==> src/source/core_pkg.sv <==
package core_pkg;

	// Datapath and register file sizes
	localparam int XLEN       = 32;
	localparam int REG_ADDR_W = 5;
	localparam int NUM_REGS   = 32;
	localparam int FETCH_W    = 64;

	localparam logic [XLEN-1:0] RESET_PC = 32'h0000_0000;

	// Kept instruction classes
	localparam logic [6:0] OPC_OP     = 7'b0110011;
	localparam logic [6:0] OPC_OP_IMM = 7'b0010011;
	localparam logic [6:0] OPC_LUI    = 7'b0110111;

	localparam logic [2:0] F3_ADD = 3'b000;
	localparam logic [2:0] F3_SLT = 3'b010;
	localparam logic [2:0] F3_XOR = 3'b100;
	localparam logic [2:0] F3_OR  = 3'b110;
	localparam logic [2:0] F3_AND = 3'b111;

	// funct7 that turns ADD into SUB
	localparam logic [6:0] F7_SUB = 7'b0100000;

	localparam int ALU_OP_W = 3;

	localparam logic [ALU_OP_W-1:0] ALU_ADD    = 3'd0;
	localparam logic [ALU_OP_W-1:0] ALU_SUB    = 3'd1;
	localparam logic [ALU_OP_W-1:0] ALU_AND    = 3'd2;
	localparam logic [ALU_OP_W-1:0] ALU_OR     = 3'd3;
	localparam logic [ALU_OP_W-1:0] ALU_XOR    = 3'd4;
	localparam logic [ALU_OP_W-1:0] ALU_SLT    = 3'd5;
	localparam logic [ALU_OP_W-1:0] ALU_PASS_B = 3'd6;

	typedef struct packed {
		logic [6:0]            funct7;
		logic [REG_ADDR_W-1:0] rs2;
		logic [REG_ADDR_W-1:0] rs1;
		logic [2:0]            funct3;
		logic [REG_ADDR_W-1:0] rd;
		logic [6:0]            opcode;
	} r_fmt_t;

	typedef struct packed {
		logic [11:0]           imm;
		logic [REG_ADDR_W-1:0] rs1;
		logic [2:0]            funct3;
		logic [REG_ADDR_W-1:0] rd;
		logic [6:0]            opcode;
	} i_fmt_t;

	// One instruction word, seen as register or immediate form
	typedef union packed {
		r_fmt_t r_fmt;
		i_fmt_t i_fmt;
	} instr_u;

	typedef struct packed {
		logic                  wr_en;
		logic [REG_ADDR_W-1:0] rd;
		logic [REG_ADDR_W-1:0] rs1;
		logic [REG_ADDR_W-1:0] rs2;
		logic                  use_rs2;
		logic [ALU_OP_W-1:0]   alu_op;
		logic [XLEN-1:0]       imm;
	} lane_ctrl_t;

	typedef struct packed {
		lane_ctrl_t      ctrl;
		logic [XLEN-1:0] op_a;
		logic [XLEN-1:0] op_b;
	} exec_req_t;

	typedef struct packed {
		logic                  en;
		logic [REG_ADDR_W-1:0] addr;
		logic [XLEN-1:0]       data;
	} wb_t;

endpackage

==> src/source/issue_unit.sv <==
`timescale 1ns/100ps

module issue_unit (
	input  logic                 clk,
	input  logic                 i_rst,
	input  core_pkg::lane_ctrl_t i_ctrl_0,
	input  core_pkg::lane_ctrl_t i_ctrl_1,
	output core_pkg::lane_ctrl_t o_issue_0,
	output core_pkg::lane_ctrl_t o_issue_1,
	output logic                 o_hold
);

	logic dep;
	logic rs1_hit;
	logic rs2_hit;
	// High during the second cycle of a split pair
	logic split_b;

	assign rs1_hit = (i_ctrl_1.rs1 == i_ctrl_0.rd);
	assign rs2_hit = i_ctrl_1.use_rs2 && (i_ctrl_1.rs2 == i_ctrl_0.rd);

	// Lane 1 needs a result lane 0 has not produced yet
	assign dep = i_ctrl_0.wr_en && (i_ctrl_0.rd != '0) && (rs1_hit || rs2_hit);

	always_ff @(posedge clk) begin
		if (i_rst) begin
			split_b <= 1'b0;
		end else begin
			split_b <= dep && !split_b;
		end
	end

	always_comb begin
		o_issue_0 = i_ctrl_0;
		o_issue_1 = i_ctrl_1;
		o_hold    = 1'b0;
		if (split_b) begin
			// Lane 0 already went last cycle
			o_issue_0.wr_en = 1'b0;
		end else if (dep) begin
			// Lane 0 alone, keep the pair in IF/ID for one more cycle
			o_issue_1.wr_en = 1'b0;
			o_hold          = 1'b1;
		end
	end

endmodule

==> config.mk <==
export PLATFORM = sky130hd
export DESIGN_NAME = issue_unit
export DESIGN_NICKNAME = d
export VERILOG_FILES = /design/src/source/core_pkg.sv /design/src/source/issue_unit.sv
export SDC_FILE = /design/constraint.sdc
export NUM_CORES = 1
export LEC_CHECK = 0
export BUFFER_PORTS_ARGS = -buffer_cell sky130_fd_sc_hd__buf_4
export CAP_MARGIN = 40
export CORE_MARGIN = 10
export CORE_UTILIZATION = 21
export CTS_CLUSTER_DIAMETER = 100
export DETAILED_ROUTE_END_ITERATION = 16
export PLACE_DENSITY_LB_ADDON = 0.2
export SKIP_LAST_GASP = 1
export SYNTH_ARGS = -nofsm -noshare
export SYNTH_HDL_FRONTEND = slang
export SYNTH_SLANG_ARGS = --single-unit
==> constraint.sdc <==
create_clock -name clk -period 0.9 [get_ports clk]
set_clock_uncertainty 0.1 [all_clocks]
set_input_delay 0.18 -clock clk [delete_from_list [all_inputs] [get_ports clk]]
set_output_delay 0.18 -clock clk [all_outputs]
set_load 0.02 [all_outputs]
# [Yosys cells after proc, flatten, opt, wreduce, memory -nomap -nowiden]
# Cells that the tools add are included.
# W data, S select, Z words.
[totals] reg_bits=1 inputBits=106 output_inout_bits=105 word_cells=15
[op_classes] eq_ne=2 n_mux=5 reduce_logical=7
[ops] operator="$eq A5 B5 Y1" n=2
[ops] operator="$mux W1" n=5
[ops] operator="$reduce_bool A5 Y1" n=1
[ops] operator="$logic_and A1 B1 Y1" n=4
[ops] operator="$logic_not A1 Y1" n=1
[ops] operator="$logic_or A1 B1 Y1" n=1

# [Longest topological paths before layout]
# Gate-level depths: netlist (run 1).
[depth] word_depth=6 mapped_depth=4 mapped_depth_nobuf=4

# [Worst setup path after synthesis (run 1)]
# No wires, ideal clock.
[synth_path] path_kind="register to output" startpoint="register split_b" endpoint="output port o_hold" arrival_time_ns=1.004 path_slack_ns=-0.384 path_stages_with_launch=3 path_buffers=0 cell_sequence="dfxtp_1 nor2b_1 and3_2"
[synth_between] elab_chain_len=1
[synth_rtl] element="start: declaration" line_no="issue_unit.sv:17" text="logic split_b;"
[synth_rtl] element="start signal: assignment" line_no="issue_unit.sv:29" text="split_b <= dep && !split_b;"
[synth_rtl] element="$mux W1" line_no="issue_unit.sv:37" text="if (split_b) begin"
[synth_rtl] element="end: declaration" line_no="issue_unit.sv:10" text="output logic o_hold"
# Every way passes these cells.

# [Final worst setup path (run 1)]
[layout_path] startpoint="input port i_ctrl_0[47] in the netlist's numbering" endpoint="output port o_hold"
[layout_between] elab_chain_len=6 elab_cells_between_ends=9 classes_between="2 x eq/ne; 2 x mux; 5 x reduce/logical"
[layout_rtl] element="start: declaration" line_no="issue_unit.sv:6" text="input core_pkg::lane_ctrl_t i_ctrl_0,"
[layout_rtl] element="$eq A5 B5 Y1" line_no="issue_unit.sv:20" text="assign rs2_hit = i_ctrl_1.use_rs2 && (i_ctrl_1.rs2 == i_ctrl_0.rd);"
[layout_rtl] element="$logic_and A1 B1 Y1" line_no="issue_unit.sv:20"
[layout_rtl] element="$logic_or A1 B1 Y1" line_no="issue_unit.sv:23" text="assign dep = i_ctrl_0.wr_en && (i_ctrl_0.rd != '0) && (rs1_hit || rs2_hit);"
[layout_rtl] element="$logic_and A1 B1 Y1 (*)" line_no="issue_unit.sv:23"
[layout_rtl] element="$mux W1 (*)" line_no="issue_unit.sv:40" text="end else if (dep) begin"
[layout_rtl] element="$mux W1 (*)" line_no="issue_unit.sv:37"
# Mark *: on every way between the ends. The rest lies on a longest branch, timed or not.

==> metrics.txt, run 1 <==
synthesized instance count 126; fin util 16.0%; initial antenna violation count 0; worst min-delay path category input pin to output port; Biggest register split_b; Post-synth EDFFs 0; worst reg2reg path endpoint split_b; slowest stage cell, crit path o22ai_2; Leakage 0.000335 uW; met1 Use GR 3.50%; status finished, violations left; total global-route track usage 4.83%; final wirelength 2170 um; critical path fanouts, max 4; Detailed Routing Iterations Pass 1 1; post-route ant nets 0; power density cells 583 mW/mm2; Final Cycle Share 153%; Top cell by count, worst path buf_6; Worst Hold Path Cells 0; kind of critical path input pin to output port; met2 Track Usage GR 6.55%; drt wl/cell 18.3 um; Reg2Reg Setup Slack 0.07 ns; hold_buf cts 0; sequential fraction of the synthesis area 2.11%; Die ar. 0.00762 mm2; first-pass GRT wire length 2970 um; Ports 211; via count 458; M3 GR Usage 4.40%; max FFs per register 1; number of core rows 24; min Tclk post-route 1.37 ns; GP Congestion 0.636; placed cells 118; grt total ovfl 0; DRC 0; WHS Endpoint o_issue_0[25]; ys async rst share 0%; Worst Min Path Start i_ctrl_0[25]; Req. time, crit path 0.62 ns; starting density of the core 21.7%; port bufs 38; core area 0.00438 mm2; normalized max-slew margin 86.7%; Final Slew Violations 0; ANT cells 0; largest net degree at the start of global routing 5; DP HPWL 1970 um; PnR worst setup slack -0.473 ns; Synth top area share 80.5%; CP Data Arrival Time 1.09 ns; Most Used Layer, Global Route met2; vias per cell 3.85; Synth Register Bits 1; synth top area cells buf_4 81%, xnor2_1 9.2%, dfxtp_1 2.1%, o22ai_2 1.3%, nand2_1 1.2%; Cell Chain, Critical Path buf_6, xnor2_2, nand3_1, o22ai_2, and3_4, buf_6; final setup vio count 3; Synth Flop Type dfxtp_1; layout cells sized above 1 85.1%; Max Cap Viol 0; Iteration-0 DRC Markers 0; post-synthesis cell area 951 um2; Startpoint Class input pin; CP max stage delay 0.24 ns; Largest regs split_b (1); most frequent cell after synthesis buf_4; violated checks setup timing; Post-Syn Area per Cell 7.55 um2; Yosys cell types 14; Worst-Margin Slew 0.200 ns; vias in the first global route 533; unrepaired setup endpoints after global routing yes; Post-Syn Nets 232; die height 87.3 um; Layout Cells excl Fill 119; most frequent cells after synthesis 102 x buf_4, 10 x xnor2_1, 3 x nand2_1; Worst setup EP type output port; clock latency at the later pin of the worst-skew pair 0 ns; post-synth top area cell buf_4; synthesis-to-layout area growth -26.2%; worst r2r path cells 2; peak supply drop 0.190 mV; Max Freq 728 MHz; Yosys warning count 0; die width 87.3 um; nets@finish 175; reg2reg start split_b; Final Hold Viols 0
==> per-stage QoR <==
stage / TNS, ns / total power, uW / worst slack [ns] / hold slack [ns] / cell area, um2
finish: -1.19 / 409 / -0.473 / 0.260 / 702
global route: -1.43 / 434 / -0.564 / 0.260 / 702
CTS: -1.17 / 411 / -0.478 / 0.260 / 683
detailed placement: -1.34 / 393 / -0.530 / 0.260 / 643
global placement: -1.32 / 392 / -0.523 / 0.260 / 643
floorplan: -0.392 / 808 / -0.193 / 0.294 / 1030
==> power by group <==
| part | total, uW | switching (uW) | leakage (uW) | internal (uW) |
|---|---|---|---|---|
| clock | 0 | 0 | 0 | 0 |
| combinational | 363 | 159 | 0.000327 | 203 |
| sequential | 46.4 | 0.523 | 0.00000807 | 45.9 |
==> what timing repair did <==
action,4_1_cts,5_1_grt
resized for setup,10,3
pin swaps,17,6
endpoints found under the setup margin,3,4
setup buffers,0,1
==> critical path, delay by kind of cell <==
kind                   cells  cell delay [ns]
buffers and inverters      2             0.22
AO/OA/AOI/OAI              1             0.24
AND/OR/NAND/NOR            2             0.32
XOR/XNOR                   1             0.13
==> worst max path at each step <==
stage                      start  endpoint  slack, ns  cells past startpoint
floorplan           i_ctrl_0[49]    o_hold      -0.19                      4
global placement    i_ctrl_0[46]    o_hold      -0.52                      6
detailed placement  i_ctrl_0[46]    o_hold      -0.53                      6
CTS                 i_ctrl_0[46]    o_hold      -0.48                      6
global route        i_ctrl_0[48]    o_hold      -0.56                      6
finish              i_ctrl_0[47]    o_hold      -0.47                      6
==> area by class of cell <==
cell class	instances	area [um2]
Fill cell	500	3680
Timing Repair Buffer	43	360
Multi-Input combinational cell	22	253
Tap cell	52	65.1
Sequential cell	1	20.0
Inverter	1	3.75
==> routing by layer <==
layer	vias up	part of all wire, %
met5	-	0
met4	0	12
met3	40	25
met2	78	40
met1	168	23
li1	172	-
==> kinds of logic (layout without fill, tap and decap cells) <==
logic type	Yosys count	count (layout)	synth area share, %
buf+inv	103	44	80.9
simple gates	10	10	5.79
xor+xnor	10	10	9.21
compound gates	2	2	1.97
flops	1	1	2.11
==> cell usage in the layout (no fill, tap or decap) <==
| cell type | netlist | routed |
|---|---|---|
| a31oi_2 | 0 | 1 |
| and3_4 | 0 | 1 |
| and4b_1 | 1 | 1 |
| buf_4 | 102 | 35 |
| buf_6 | 0 | 6 |
| buf_8 | 0 | 2 |
| dfxtp_1 | 1 | 1 |
| inv_1 | 1 | 1 |
| nand2_1 | 3 | 2 |
| nand2_2 | 0 | 1 |
| nand3_1 | 1 | 1 |
| nand4_1 | 1 | 1 |
| nor2_1 | 1 | 1 |
| nor2b_4 | 0 | 1 |
| nor3_4 | 0 | 1 |
| o22ai_2 | 1 | 1 |
| xnor2_1 | 10 | 2 |
| xnor2_2 | 0 | 8 |
(Power assumes the default switching activity.)
==> run 2: changes to the inputs <==
==> constraint.sdc (replaced) <==
create_clock -name clk -period 0.9 [get_ports clk]
set_clock_uncertainty 0.1 [all_clocks]
set_input_delay 0.045 -clock clk [delete_from_list [all_inputs] [get_ports clk]]
set_output_delay 0.045 -clock clk [all_outputs]
set_load 0.02 [all_outputs]
==> run 2 against run 1 <==
  * The flow still finishes with violations (setup timing)
  * Routed wire length grew 110%
  * Utilization grew 20 points
  * Total power grew to 2.5 times the previous value
  * Die area is the same
  * Global-route usage grew 4.7 points
  * First-iteration DRC count grew 5
  * Critical path type unchanged
  * Critical endpoint unchanged
  * Largest cell class unchanged
  * Largest power group unchanged
==> metrics.txt, run 2 (same netlist as run 1, synthesis figures left out) <==
clock latency at the later pin of the worst-skew pair 0 ns (unchanged); PnR worst setup slack -0.168 ns (+0.306 ns); Final Slew Violations 0 (unchanged); Reg2Reg Setup Slack 0.11 ns (+0.04 ns); drt wl/cell 22.1 um (+21%); vias in the first global route 1034 (+94%); met2 Track Usage GR 21.2% (+15 points); critical path fanouts, max 3 (-1); synthesis-to-layout area growth 66.2%; max FFs per register 1 (unchanged); Final Cycle Share 119% (-34 points); layout cells sized above 1 37.3% (-48 points); nets@finish 261 (+49%); Final Hold Viols 0 (unchanged); Die ar. 0.00762 mm2 (unchanged); met1 Use GR 6.25% (+2.8 points); Req. time, crit path 0.75 ns (+0.13 ns); Most Used Layer, Global Route met2; Worst Hold Path Cells 2 (+2); unrepaired setup endpoints after global routing yes; final wirelength 4540 um (+110%); die height 87.3 um (unchanged); Biggest register split_b; worst reg2reg path endpoint split_b; largest net degree at the start of global routing 5 (unchanged); Tot Pwr 1030 uW (+150%); number of core rows 24 (unchanged); GP Congestion 0.597 (-6.2%); slowest stage cell, crit path o22ai_2; power density cells 649 mW/mm2 (+11%); most common cell after layout, fill and taps aside dlygate4sd3_1; worst r2r path cells 2 (unchanged); status finished, violations left; Worst-Margin Slew 0.250 ns (+0.0499 ns); Leakage 0.000704 uW (+110%); M3 GR Usage 6.27% (+1.9 points); violated checks setup timing; min Tclk post-route 1.07 ns (-0.306 ns); Detailed Routing Iterations Pass 1 3 (+2); grt total ovfl 0 (unchanged); die width 87.3 um (unchanged); Largest regs split_b (1); Worst Min Path Start i_ctrl_1[43]; initial antenna violation count 0 (unchanged); ANT cells 0 (unchanged); starting density of the core 21.7% (unchanged); CP max stage delay 0.21 ns (-0.03 ns); final setup vio count 3 (unchanged); Startpoint Class input pin; via count 793 (+73%); peak supply drop 0.295 mV (+55%); first-pass GRT wire length 6000 um (+100%); Ports 211 (unchanged); reg2reg start split_b; total global-route track usage 9.55% (+4.7 points); kind of critical path input pin to output port; vias per cell 3.87 (+0.51%); Max Freq 937 MHz (+29%); normalized max-slew margin 83.3% (-3.4 points); Cell Chain, Critical Path buf_8, xnor2_2, nand3_1, o22ai_2, and3_4, buf_6; Hold Slack 0.197 ns (-0.0630 ns); port bufs 38 (unchanged); DRC 0 (unchanged); WHS Endpoint o_issue_1[43]; CP Data Arrival Time 0.92 ns (-0.17 ns); most frequent cells in the layout 86 x dlygate4sd3_1, 30 x buf_4, 10 x buf_6; worst min-delay path category input pin to output port; Worst setup EP type output port; Max Cap Viol 0 (unchanged); core area 0.00438 mm2 (unchanged); Iteration-0 DRC Markers 5 (+5); post-route ant nets 0 (unchanged)
## run 2: cell count changes in the layout (fill, tap and decap cells not counted), sizes merged
cell,previous run,this run
dlygate4sd3,0,86
## run 2: report_power, final
| group | switching, uW | internal (uW) |
|---|---|---|
| logic | 507 | 471 |
| clock network | 0 | 0 |
| registers | 0.480 | 45.9 |
| total | 508 | 517 |
## run 2: area by class of cell
| cell class | count | area (um2) |
|---|---|---|
| well taps | 52 | 65.1 |
| fillers | 436 | 2800 |
| inverters | 1 | 3.75 |
| repair buffers | 129 | 1240 |
| multi-input cells | 22 | 248 |
| flip-flops and latches | 1 | 20.0 |
## run 2: how the worst max path moves through the flow
stage,from,endpoint,depth (start not counted)
finish,i_ctrl_1[42],o_hold,6
detailed placement,i_ctrl_0[48],o_hold,6
CTS,i_ctrl_0[47],o_hold,6
global placement,i_ctrl_1[42],o_hold,6
floorplan,split_b,o_issue_1[51],2
global route,i_ctrl_1[42],o_hold,6
## run 2: repair_timing
action | CTS | global route
hold endpoints to repair | 86 | 0
hold buffers | 86 | 0
setup buffers | 0 | 0
pin swaps | 14 | 8
setup endpoints to repair | 3 | 3
gates resized for setup | 24 | 4
## run 2: metrics by stage
step / worst slack [ns] / instance area (um2) / TNS [ns] / cells / utilization (%)
floorplan: -0.0144 / 958 / -0.0188 / 126 / -
global placement: -0.277 / 581 / -0.675 / 119 / 13.2
detailed placement: -0.249 / 581 / -0.590 / 119 / 13.2
CTS: -0.157 / 1570 / -0.334 / 205 / 35.7
global route: -0.216 / 1580 / -0.548 / 205 / 36.0
finish: -0.168 / 1580 / -0.369 / 205 / 36.0
## run 2: worst max-delay path: cells and delay by family
family                 cells  cell delay [ns]
buffers and inverters      2             0.21
AND/OR/NAND/NOR            2             0.31
XOR/XNOR                   1             0.14
AO/OA/AOI/OAI              1             0.21
## run 2: routing by layer
| metal | vias up | part of all wire, % |
|---|---|---|
| met5 | - | 0 |
| met4 | 0 | 0 |
| met3 | 0 | 17 |
| met2 | 97 | 61 |
| met1 | 353 | 21 |
| li1 | 343 | - |
